==> src/include/board_lab_consts.svh <==
`ifndef BOARD_LAB_CONSTS_SVH
`define BOARD_LAB_CONSTS_SVH

// ****************************************
// board-wide constants.
// ****************************************

// clk cycles per tick, one second at 50 MHz.
`define BL_TICK_DIV 50000000

// largest value a bcd digit may hold.
`define BL_DIGIT_MAX 9

// active-low, every segment and the point dark.
`define BL_SEG_BLANK 8'hFF

`endif

==> src/verilog/board_lab_pkg.sv <==
`include "board_lab_consts.svh"

package board_lab_pkg;

    typedef logic [3:0] nibble_t;
    typedef logic [3:0] digit_t;
    typedef logic [7:0] seg_t;
    typedef logic [2:0] code_t;
    typedef logic [7:0] line_t;

    typedef enum logic [2:0] {
        ALU_ADD,
        ALU_SUB,
        ALU_NOT,
        ALU_AND,
        ALU_OR,
        ALU_XOR,
        ALU_SLT,
        ALU_EQ
    } alu_op_t;

    // ****************************************
    // digit to segments, a in bit 0, point in bit 7.
    // ****************************************
    function automatic seg_t seg_pattern(input digit_t d);
        case (d)
            4'd0:    return 8'hC0;
            4'd1:    return 8'hF9;
            4'd2:    return 8'hA4;
            4'd3:    return 8'hB0;
            4'd4:    return 8'h99;
            4'd5:    return 8'h92;
            4'd6:    return 8'h82;
            4'd7:    return 8'hF8;
            4'd8:    return 8'h80;
            4'd9:    return 8'h90;
            default: return `BL_SEG_BLANK;
        endcase
    endfunction

endpackage

==> src/verilog/tick_timer.sv <==
`include "board_lab_consts.svh"

module tick_timer #(
    parameter int unsigned tick_div = `BL_TICK_DIV
) (
    input  logic clk,
    input  logic reset,
    output logic tick
);

    localparam int unsigned cnt_w = (tick_div > 1) ? $clog2(tick_div) : 1;
    localparam logic [cnt_w-1:0] reload = cnt_w'(tick_div - 1);

    logic [cnt_w-1:0] cnt_q;

    // counts down, reloads on zero.
    always_ff @(posedge clk) begin
        if (reset) begin
            cnt_q <= reload;
            tick  <= 1'b0;
        end else if (cnt_q == '0) begin
            cnt_q <= reload;
            tick  <= 1'b1;
        end else begin
            cnt_q <= cnt_q - cnt_w'(1);
            tick  <= 1'b0;
        end
    end

    if (tick_div > 1) begin : g_tick_chk
        // single-cycle pulse.
        assert property (@(posedge clk) disable iff (reset) tick |=> !tick)
            else $error("tick_timer: tick high two cycles in a row");
    end

endmodule

==> src/verilog/bcd_counter.sv <==
`include "board_lab_consts.svh"

module bcd_counter (
    input  logic                  clk,
    input  logic                  reset,
    input  logic                  tick,
    input  logic                  count_en,
    output board_lab_pkg::digit_t tens,
    output board_lab_pkg::digit_t ones
);

    import board_lab_pkg::*;

    logic step;
    logic ones_at_max;
    logic tens_at_max;

    assign step        = tick & count_en;
    assign ones_at_max = (ones == digit_t'(`BL_DIGIT_MAX));
    assign tens_at_max = (tens == digit_t'(`BL_DIGIT_MAX));

    // ones carries into tens, 99 rolls over to 00.
    always_ff @(posedge clk) begin
        if (reset) begin
            tens <= '0;
            ones <= '0;
        end else if (step) begin
            if (ones_at_max) begin
                ones <= '0;
                if (tens_at_max) begin
                    tens <= '0;
                end else begin
                    tens <= tens + digit_t'(1);
                end
            end else begin
                ones <= ones + digit_t'(1);
            end
        end
    end

    assert property (@(posedge clk) disable iff (reset)
        (tens <= digit_t'(`BL_DIGIT_MAX)) && (ones <= digit_t'(`BL_DIGIT_MAX)))
        else $error("bcd_counter: digit out of range %0d%0d", tens, ones);

endmodule

==> src/verilog/seg_driver.sv <==
`include "board_lab_consts.svh"

module seg_driver (
    input  logic                  clk,
    input  logic                  reset,
    input  board_lab_pkg::digit_t tens,
    input  board_lab_pkg::digit_t ones,
    output board_lab_pkg::seg_t   seg0,
    output board_lab_pkg::seg_t   seg1
);

    import board_lab_pkg::*;

    seg_t seg0_next;
    seg_t seg1_next;

    // ****************************************
    // pattern lookup.
    // ****************************************

    // out-of-range digits come back blank.
    assign seg0_next = seg_pattern(ones);
    assign seg1_next = seg_pattern(tens);

    // ****************************************
    // output register.
    // ****************************************

    // seg0 is the ones digit, seg1 the tens.
    always_ff @(posedge clk) begin
        if (reset) begin
            seg0 <= `BL_SEG_BLANK;
            seg1 <= `BL_SEG_BLANK;
        end else begin
            seg0 <= seg0_next;
            seg1 <= seg1_next;
        end
    end

endmodule

==> src/verilog/alu_4bit.sv <==
module alu_4bit (
    input  board_lab_pkg::alu_op_t alu_op,
    input  board_lab_pkg::nibble_t a,
    input  board_lab_pkg::nibble_t b,
    output board_lab_pkg::nibble_t result,
    output logic                   zero,
    output logic                   carry,
    output logic                   overflow
);

    import board_lab_pkg::*;

    logic    sub_sel;
    logic    arith_sel;
    nibble_t b_opnd;
    logic [4:0] sum5;
    logic    add_ovf;

    // ****************************************
    // shared adder, subtract is a + ~b + 1.
    // ****************************************
    assign sub_sel   = (alu_op == ALU_SUB);
    assign arith_sel = (alu_op == ALU_ADD) || (alu_op == ALU_SUB);
    assign b_opnd    = sub_sel ? ~b : b;
    assign sum5      = {1'b0, a} + {1'b0, b_opnd} + {4'b0000, sub_sel};

    // operands agree in sign, sum does not.
    assign add_ovf = (a[3] == b_opnd[3]) && (sum5[3] != a[3]);

    // ****************************************
    // result select.
    // ****************************************
    always_comb begin
        case (alu_op)
            ALU_ADD: result = sum5[3:0];
            ALU_SUB: result = sum5[3:0];
            ALU_NOT: result = ~a;
            ALU_AND: result = a & b;
            ALU_OR:  result = a | b;
            ALU_XOR: result = a ^ b;
            ALU_SLT: result = {3'b000, ($signed(a) < $signed(b))};
            ALU_EQ:  result = {3'b000, (a == b)};
            default: result = '0;
        endcase
    end

    // flags only meaningful for add and sub.
    assign carry    = arith_sel & sum5[4];
    assign overflow = arith_sel & add_ovf;
    assign zero     = (result == '0);

endmodule

==> src/verilog/code_convert.sv <==
module code_convert (
    input  logic                 enc_en,
    input  board_lab_pkg::line_t enc_in,
    output board_lab_pkg::code_t enc_out,
    output logic                 enc_valid,
    input  logic                 dec_en,
    input  board_lab_pkg::code_t dec_in,
    output board_lab_pkg::line_t dec_out
);

    import board_lab_pkg::*;

    // ****************************************
    // 8-to-3 priority encoder.
    // ****************************************

    // scan upward so the highest set bit wins.
    always_comb begin
        enc_out   = '0;
        enc_valid = 1'b0;
        if (enc_en) begin
            for (int i = 0; i < 8; i++) begin
                if (enc_in[i]) begin
                    enc_out   = code_t'(i);
                    enc_valid = 1'b1;
                end
            end
        end
    end

    // ****************************************
    // 3-to-8 decoder.
    // ****************************************
    assign dec_out = dec_en ? (line_t'(1) << dec_in) : '0;

endmodule

==> src/verilog/board_lab_top.sv <==
`include "board_lab_consts.svh"

module board_lab_top #(
    parameter int unsigned tick_div = `BL_TICK_DIV
) (
    input  logic                   clk,
    input  logic                   reset,
    input  logic                   count_en,
    input  board_lab_pkg::alu_op_t alu_op,
    input  board_lab_pkg::nibble_t alu_a,
    input  board_lab_pkg::nibble_t alu_b,
    input  logic                   enc_en,
    input  board_lab_pkg::line_t   enc_in,
    input  logic                   dec_en,
    input  board_lab_pkg::code_t   dec_in,
    output logic                   tick,
    output board_lab_pkg::digit_t  count_tens,
    output board_lab_pkg::digit_t  count_ones,
    output board_lab_pkg::seg_t    seg0,
    output board_lab_pkg::seg_t    seg1,
    output board_lab_pkg::nibble_t alu_result,
    output logic                   alu_zero,
    output logic                   alu_carry,
    output logic                   alu_overflow,
    output board_lab_pkg::code_t   enc_out,
    output logic                   enc_valid,
    output board_lab_pkg::line_t   dec_out
);

    // ****************************************
    // counter path, timer to display.
    // ****************************************
    tick_timer #(
        .tick_div (tick_div)
    ) tick_timer_inst (
        .clk   (clk),
        .reset (reset),
        .tick  (tick)
    );

    bcd_counter bcd_counter_inst (
        .clk      (clk),
        .reset    (reset),
        .tick     (tick),
        .count_en (count_en),
        .tens     (count_tens),
        .ones     (count_ones)
    );

    seg_driver seg_driver_inst (
        .clk   (clk),
        .reset (reset),
        .tens  (count_tens),
        .ones  (count_ones),
        .seg0  (seg0),
        .seg1  (seg1)
    );

    // ****************************************
    // combinational blocks.
    // ****************************************
    alu_4bit alu_4bit_inst (
        .alu_op   (alu_op),
        .a        (alu_a),
        .b        (alu_b),
        .result   (alu_result),
        .zero     (alu_zero),
        .carry    (alu_carry),
        .overflow (alu_overflow)
    );

    code_convert code_convert_inst (
        .enc_en    (enc_en),
        .enc_in    (enc_in),
        .enc_out   (enc_out),
        .enc_valid (enc_valid),
        .dec_en    (dec_en),
        .dec_in    (dec_in),
        .dec_out   (dec_out)
    );

endmodule

==> config.mk <==
export PLATFORM = sky130hd
export DESIGN_NAME = board_lab_top
export DESIGN_NICKNAME = d
export VERILOG_FILES = /design/src/verilog/board_lab_pkg.sv /design/src/verilog/tick_timer.sv /design/src/verilog/bcd_counter.sv /design/src/verilog/seg_driver.sv /design/src/verilog/alu_4bit.sv /design/src/verilog/code_convert.sv /design/src/verilog/board_lab_top.sv
export VERILOG_INCLUDE_DIRS = /design/src /design/src/include
export SDC_FILE = /design/constraint.sdc
export NUM_CORES = 1
export LEC_CHECK = 0
export BUFFER_PORTS_ARGS = -buffer_cell sky130_fd_sc_hd__buf_2
export CAP_MARGIN = 5
export CORE_MARGIN = 2
export CORE_UTILIZATION = 50
export CTS_BUF_LIST = sky130_fd_sc_hd__clkbuf_8
export DETAILED_ROUTE_END_ITERATION = 12
export PLACE_DENSITY = 0.78
export SYNTH_ARGS = -nofsm -noshare
export SYNTH_HDL_FRONTEND = slang
export SYNTH_SLANG_ARGS = --single-unit
==> constraint.sdc <==
create_clock -name clk -period 1.97 [get_ports clk]
set_input_delay 0.0985 -clock clk [delete_from_list [all_inputs] [get_ports clk]]
set_output_delay 0.0985 -clock clk [all_outputs]
set_load 0.05 [all_outputs]
=== After elaboration in Yosys (flattened, before gate mapping) ===
Memories as Yosys holds them, arrays and structs flattened. A register that Yosys moved wholly into a read port is not among the register bits.
Index checks and enable logic that the tools add are counted.

* Reduce and logical (&&, ||, !) cells: 8
* $lt $le $gt $ge: 1
* Eq/ne operators: 12
* Bitwise gates (word level): 8
* $add $sub $neg: 5
* Mux-type cells: 23
* Shift operators: 1

{| class="wikitable"
|+ Operators by type and width
! kind !! count
|-
| $pmux W4 S7 || 1
|-
| $logic_not A26 Y1 || 1
|-
| $sub A26 B1 Y26 const B || 1
|-
| $mux W3 || 5
|-
| $eq A3 B3 Y1 const B || 4
|-
| $mux W4 || 3
|-
| $mux W1 || 11
|-
| $add A4 B1 Y4 const B || 2
|-
| $eq A4 B4 Y1 const B || 2
|-
| $mux W8 || 1
|-
| $not A4 Y4 || 2
|-
| $shl A1 B3 Y8 const A || 1
|-
| $eq A3 B2 Y1 const B || 2
|-
| $add A4 B4 Y5 || 1
|-
| $add A5 B1 Y5 || 1
|-
| $and A4 B4 Y4 || 1
|-
| $eq A4 B4 Y1 || 1
|-
| $logic_not A4 Y1 || 1
|-
| $lt A4 B4 Y1 || 1
|-
| $mux W2 || 2
|-
| $or A4 B4 Y4 || 1
|-
| $reduce_or A2 Y1 || 2
|-
| $xor A4 B4 Y4 || 1
|-
| $and A1 B1 Y1 || 3
|-
| 7 further kinds || 7
|}

* Memory bits (read-only): 224
* Register bits after elaboration: 51
* Memories: 2
* Output and inout bits: 44

{| class="wikitable"
|+ Memories
! memory !! words !! width !! rd ports !! clocked after memory_dff !! write ports !! RTL line !! source
|-
| (no name shown) || 16 || 7 || 1 || 1 || 0 || board_lab_pkg.sv:26 || <nowiki>case (d)</nowiki>
|-
| (no name shown) || 16 || 7 || 1 || 1 || 0 || board_lab_pkg.sv:26 ||
|}

=== Depth between registers and ports, before layout ===
* Depth after elaboration: 9
* Gate-level depth with buffers: 10
* Gate-level depth less buffers: 9

=== Modules after synthesis ===
A second synthesis with hierarchy kept.

* Cell total of the unflattened synthesis: 388
* Area, all modules: 3,288.2 µm²

{| class="wikitable"
|+ By module, submodules not included
! module !! sequential area each (µm²) !! instances !! area an instance (µm²) !! cells an instance
|-
| tick_timer || 540.5 || 1 || 1,234.9 || 141
|-
| seg_driver || 280.3 || 1 || 775.7 || 81
|-
| alu_4bit || 0.0 || 1 || 723.2 || 92
|-
| bcd_counter || 160.2 || 1 || 415.4 || 47
|-
| code_convert || 0.0 || 1 || 138.9 || 27
|}

=== Worst setup path before layout ===
OpenSTA, ideal clock, no wires.

* Kind: input -> output
* Start: input alu_op[0]
* End: output alu_zero
* Data arrival time: 3.874 ns
* Cell stages on the path: 10
* Setup slack: -2.002 ns
* Path through: clkbuf_1 clkbuf_1 nand2_1 xnor2_1 fa_1 xor2_1 o211ai_1 o311ai_0 nor2_1 nor3b_1

* Word-level cells in the longest chain between the ends: 6

{| class="wikitable"
|+ Ends and longest elaborated chain
! element !! RTL line !! source
|-
| start: declaration || board_lab_top.sv:9 || <nowiki>input board_lab_pkg::alu_op_t alu_op,</nowiki>
|-
| $eq A3 B1 Y1 || alu_4bit.sv:22, alu_4bit.sv:34 ||
|-
| $mux W4 || alu_4bit.sv:24 || <nowiki>assign b_opnd = sub_sel ? ~b : b;</nowiki>
|-
| $add A4 B4 Y5 || alu_4bit.sv:25 || <nowiki>assign sum5 = {1'b0, a} + {1'b0, b_opnd} + {4'b0000, sub_sel};</nowiki>
|-
| $add A5 B1 Y5 || alu_4bit.sv:25 ||
|-
| $pmux W4 S7 * || alu_4bit.sv:34 || <nowiki>case (alu_op)</nowiki>
|-
| via alu_result[2] || board_lab_top.sv:21 || <nowiki>output board_lab_pkg::nibble_t alu_result,</nowiki>
|-
| $logic_not A4 Y1 * || alu_4bit.sv:50 || <nowiki>assign zero = (result == '0);</nowiki>
|-
| end: declaration || board_lab_top.sv:22 || <nowiki>output logic alu_zero,</nowiki>
|}

The timed path passes the listed nets; every way through them passes the cells marked *.

=== Worst setup path in the final report ===
* Start: input alu_op[2]
* End: output alu_zero

* Word-level cells in the longest chain between the ends: 6

{| class="wikitable"
|+ Ends and longest elaborated chain
! element !! RTL line
|-
| $eq A3 B1 Y1 || alu_4bit.sv:22, alu_4bit.sv:34
|-
| $mux W4 || alu_4bit.sv:24
|-
| $add A4 B4 Y5 || alu_4bit.sv:25
|-
| $add A5 B1 Y5 || alu_4bit.sv:25
|-
| $pmux W4 S7 * || alu_4bit.sv:34
|-
| $logic_not A4 Y1 * || alu_4bit.sv:50
|}

Mark *: on every way between the ends. The rest lies on a longest branch, timed or not.

==> out/metrics.yaml <==
global_routing:
  antenna_found_initial: 0
  grt_pass1_vias: 2555
  grt_pass1_wl_microns: 11120
  overflow: 0
  grt_max_degree: 19
  grtUsageTotal: 0.2108
logic_synthesis:
  ys_warn_count: 0
  synth-xor-area-share: 0.07868
  ys_types: 58
  synth_compound_area_frac: 0.1520
  synthCells: 363
  syn_avg_cell_area_sq_um: 8.279
  synth_top_flop_cell: "dfxtp_1"
  synthArstFlopShare: 0
  syn_area_sq_um: 3005
  synth_top_family_by_area: "simple AND/OR/NAND/NOR gates"
  synthMuxAreaShare: 0.01041
  synth_fa_ha_area_frac: 0.1149
  synth-simple-area-share: 0.2656
  synth_seq_cells: 49
  synth_edf_count: 0
  ys_seq_area_frac: 0.3264
floorplan:
  rows: 28
  ioPinCount: 71
  die_h_microns: 81.53
  dieArea_sq_um: 6647
  die_w_microns: 81.53
  core_sq_um: 5851
  start_util: 0.5137
sta:
  hold_viol: 0
  fin_tns_setup_ns: -0.2581
  worstMarginPinSlew_ns: 0.5736
  finalWorstSetupSlack_ns: -0.1447
  skew_ns: 0.007611
  relSlewSlack: 0.6172
  min_period_over_period: 1.073
  rsz0062_at_grt: "true"
  setup_viol: 2
  drv_slew: 0
  min_period_ns: 2.115
  fmax_mhz: 472.9
setup_path:
  critPathKind: "in -> out"
  r2r-start: "tick_timer_inst.cnt_q[19]"
  cp.arrival_ns: 2.02
  rrSetupSlack_ns: 0.06
  worst_r2r_endpoint: "tick_timer_inst.cnt_q[25]"
  end_kind: "output port"
  critPathLaunchType: "input pin"
  crit_end: "alu_zero"
  cp.required_ns: 1.87
  crit_path_max_fanout: 3
  crit_start: "alu_op[2]"
  reg2reg_depth: 6
cells_and_area:
  instances_no_fill: 529
  final_area_sq_um: 3934
  final_cell_mix: "buf_2 (62), dfxtp_1 (45), nand2_1 (36)"
  diodes: 0
  final_common_cell: "buf_2"
  layout-drive-gt1-share: 0.3304
  fill_cells: 467
  nNetsFinal: 507
  synthToLayoutAreaGrowth_pct: 30.89
detailed_routing:
  drtIter0Drc: 88
  avgViaCountPerCell: 5.427
  vias: 2871
  antenna_left: 0
  dr.pass1.iters: 4
  wl_microns: 7122
  drc: 0
  wl_per_cell_microns: 13.46
cts:
  path_clk_slew_ns: 0.08
  cts_tree: "built"
  cts-root-buf: "clkbuf_8"
  clockBufferDepth: 2
  cts_inserted_buffers: 5
  h-tree-depth: 2
  cts_hold_buffers: 0
  numClockSinks: 49
  clk_latency_ns: 0.30
pwr:
  p_per_area_nw_per_um2: 554.8
  p_leak_nw: 1.701
  vdd_drop_max_mv: 0.3180
  power_mw: 2.182
job:
  cap_violations: 0
placement:
  hpwl_microns: 5280
  post_dp_cell_area_sq_um: 3638
  gp_congestion: 0.8514
  port_buffers: 68
  placedCellCount: 516
  post-place-ws_ns: -0.3450
worst_hold_path:
  min_path_type: "in -> reg"
run_status:
  outcome: "complete, but fails checks"
  violations: "negative setup slack"
[worst max-delay path, stage by stage]
cell and delay [ns]:
buf_8 0.11, nor2_4 0.13, nand2_4 0.09, xnor2_4 0.18, ha_4 0.23, or3_4 0.38
o221ai_4 0.08, xnor2_1 0.10, a21o_2 0.25, nor3b_4 0.18, buf_6 0.18
[where the power goes]
part	total (mW)	leakage (nW)	switching, mW	internal, mW
clock network	0.618	0.0512	0.333	0.285
registers	1.03	0.401	0.0176	1.01
logic	0.536	1.25	0.337	0.198
total	2.18	1.70	0.688	1.49
[area by class of cell]
class	count	area, sq um	share of cell area
Clock inverter	2	13.76	0.003499
Tap cell	75	93.84	0.02385
Sequential cell	49	985.9	0.2506
Clock buffer	6	82.58	0.02099
Inverter	21	78.83	0.02004
Timing Repair Buffer	98	603.1	0.1533
Multi-Input combinational cell	278	2076	0.5277
[state kept, by name (all words and copies together), names as in the netlist]
signal / count
bcd_counter_inst.ones: 4
tick_timer_inst.cnt_q: 26
seg_driver_inst.seg0: 7
seg_driver_inst.seg1: 7
bcd_counter_inst.tens: 4
tick_timer_inst.tick: 1
[repair_timing]
action,4_1_cts,5_1_grt
pin swaps,8,8
setup endpoints to repair,7,21
gates resized for setup,17,20
setup buffers,2,3
[how the worst min path moves through the flow]
stage | start | end | slack (ns) | depth (start not counted)
CTS | reset | bcd_counter_inst.tens[0] | 0.17 | 2
floorplan | reset | tick_timer_inst.cnt_q[20] | 0.20 | 1
finish | reset | bcd_counter_inst.tens[0] | 0.19 | 2
global route | reset | tick_timer_inst.cnt_q[24] | 0.20 | 2
global placement | reset | bcd_counter_inst.tens[0] | 0.47 | 2
detailed placement | reset | bcd_counter_inst.tens[0] | 0.48 | 2
[per-stage QoR]
stage                       util  hold slack [ns]
final                     0.6724           0.1918
after global routing      0.6724           0.2008
after CTS                 0.6540           0.1721
after detailed placement  0.6219           0.4830
after global placement    0.6219           0.4698
after floorplan                -           0.2021
[cell usage after synthesis, types with 3 or more instances]
cell type | number | area share
nor2_1 | 36 | 0.045
xor2_1 | 7 | 0.020
nand2_1 | 37 | 0.046
xnor2_1 | 20 | 0.058
a21o_1 | 3 | 0.0075
dfxtp_1 | 49 | 0.33
a211oi_1 | 3 | 0.0075
a21oi_1 | 21 | 0.035
nor3_1 | 19 | 0.032
clkbuf_1 | 11 | 0.014
nor2b_1 | 3 | 0.0062
nand2b_1 | 12 | 0.025
and2_1 | 4 | 0.0083
ha_1 | 26 | 0.11
inv_1 | 21 | 0.026
o21ai_0 | 17 | 0.028
nand3_1 | 8 | 0.013
or3_1 | 3 | 0.0062
nor4_1 | 7 | 0.015
or2_2 | 4 | 0.0083
[kinds of logic after synthesis]
group	count (synthesis)
buffers and inverters	37
AND/OR/NAND/NOR	149
multiplexers	3
adder cells (fa/ha/maj)	27
other	1
AO/OA/AOI/OAI	70
flip-flops	49
XOR/XNOR	27
[layer usage]
metal  share of wire  global-route usage  vias to the layer above
li1                -                   -                     1435
met2            0.51              0.3918                       59
met3           0.040             0.03846                       10
met4           0.013             0.06102                        0
met1            0.44              0.2446                     1367
met5               0                   0                        -
No activity file was read; power rests on OpenSTA's default activity.
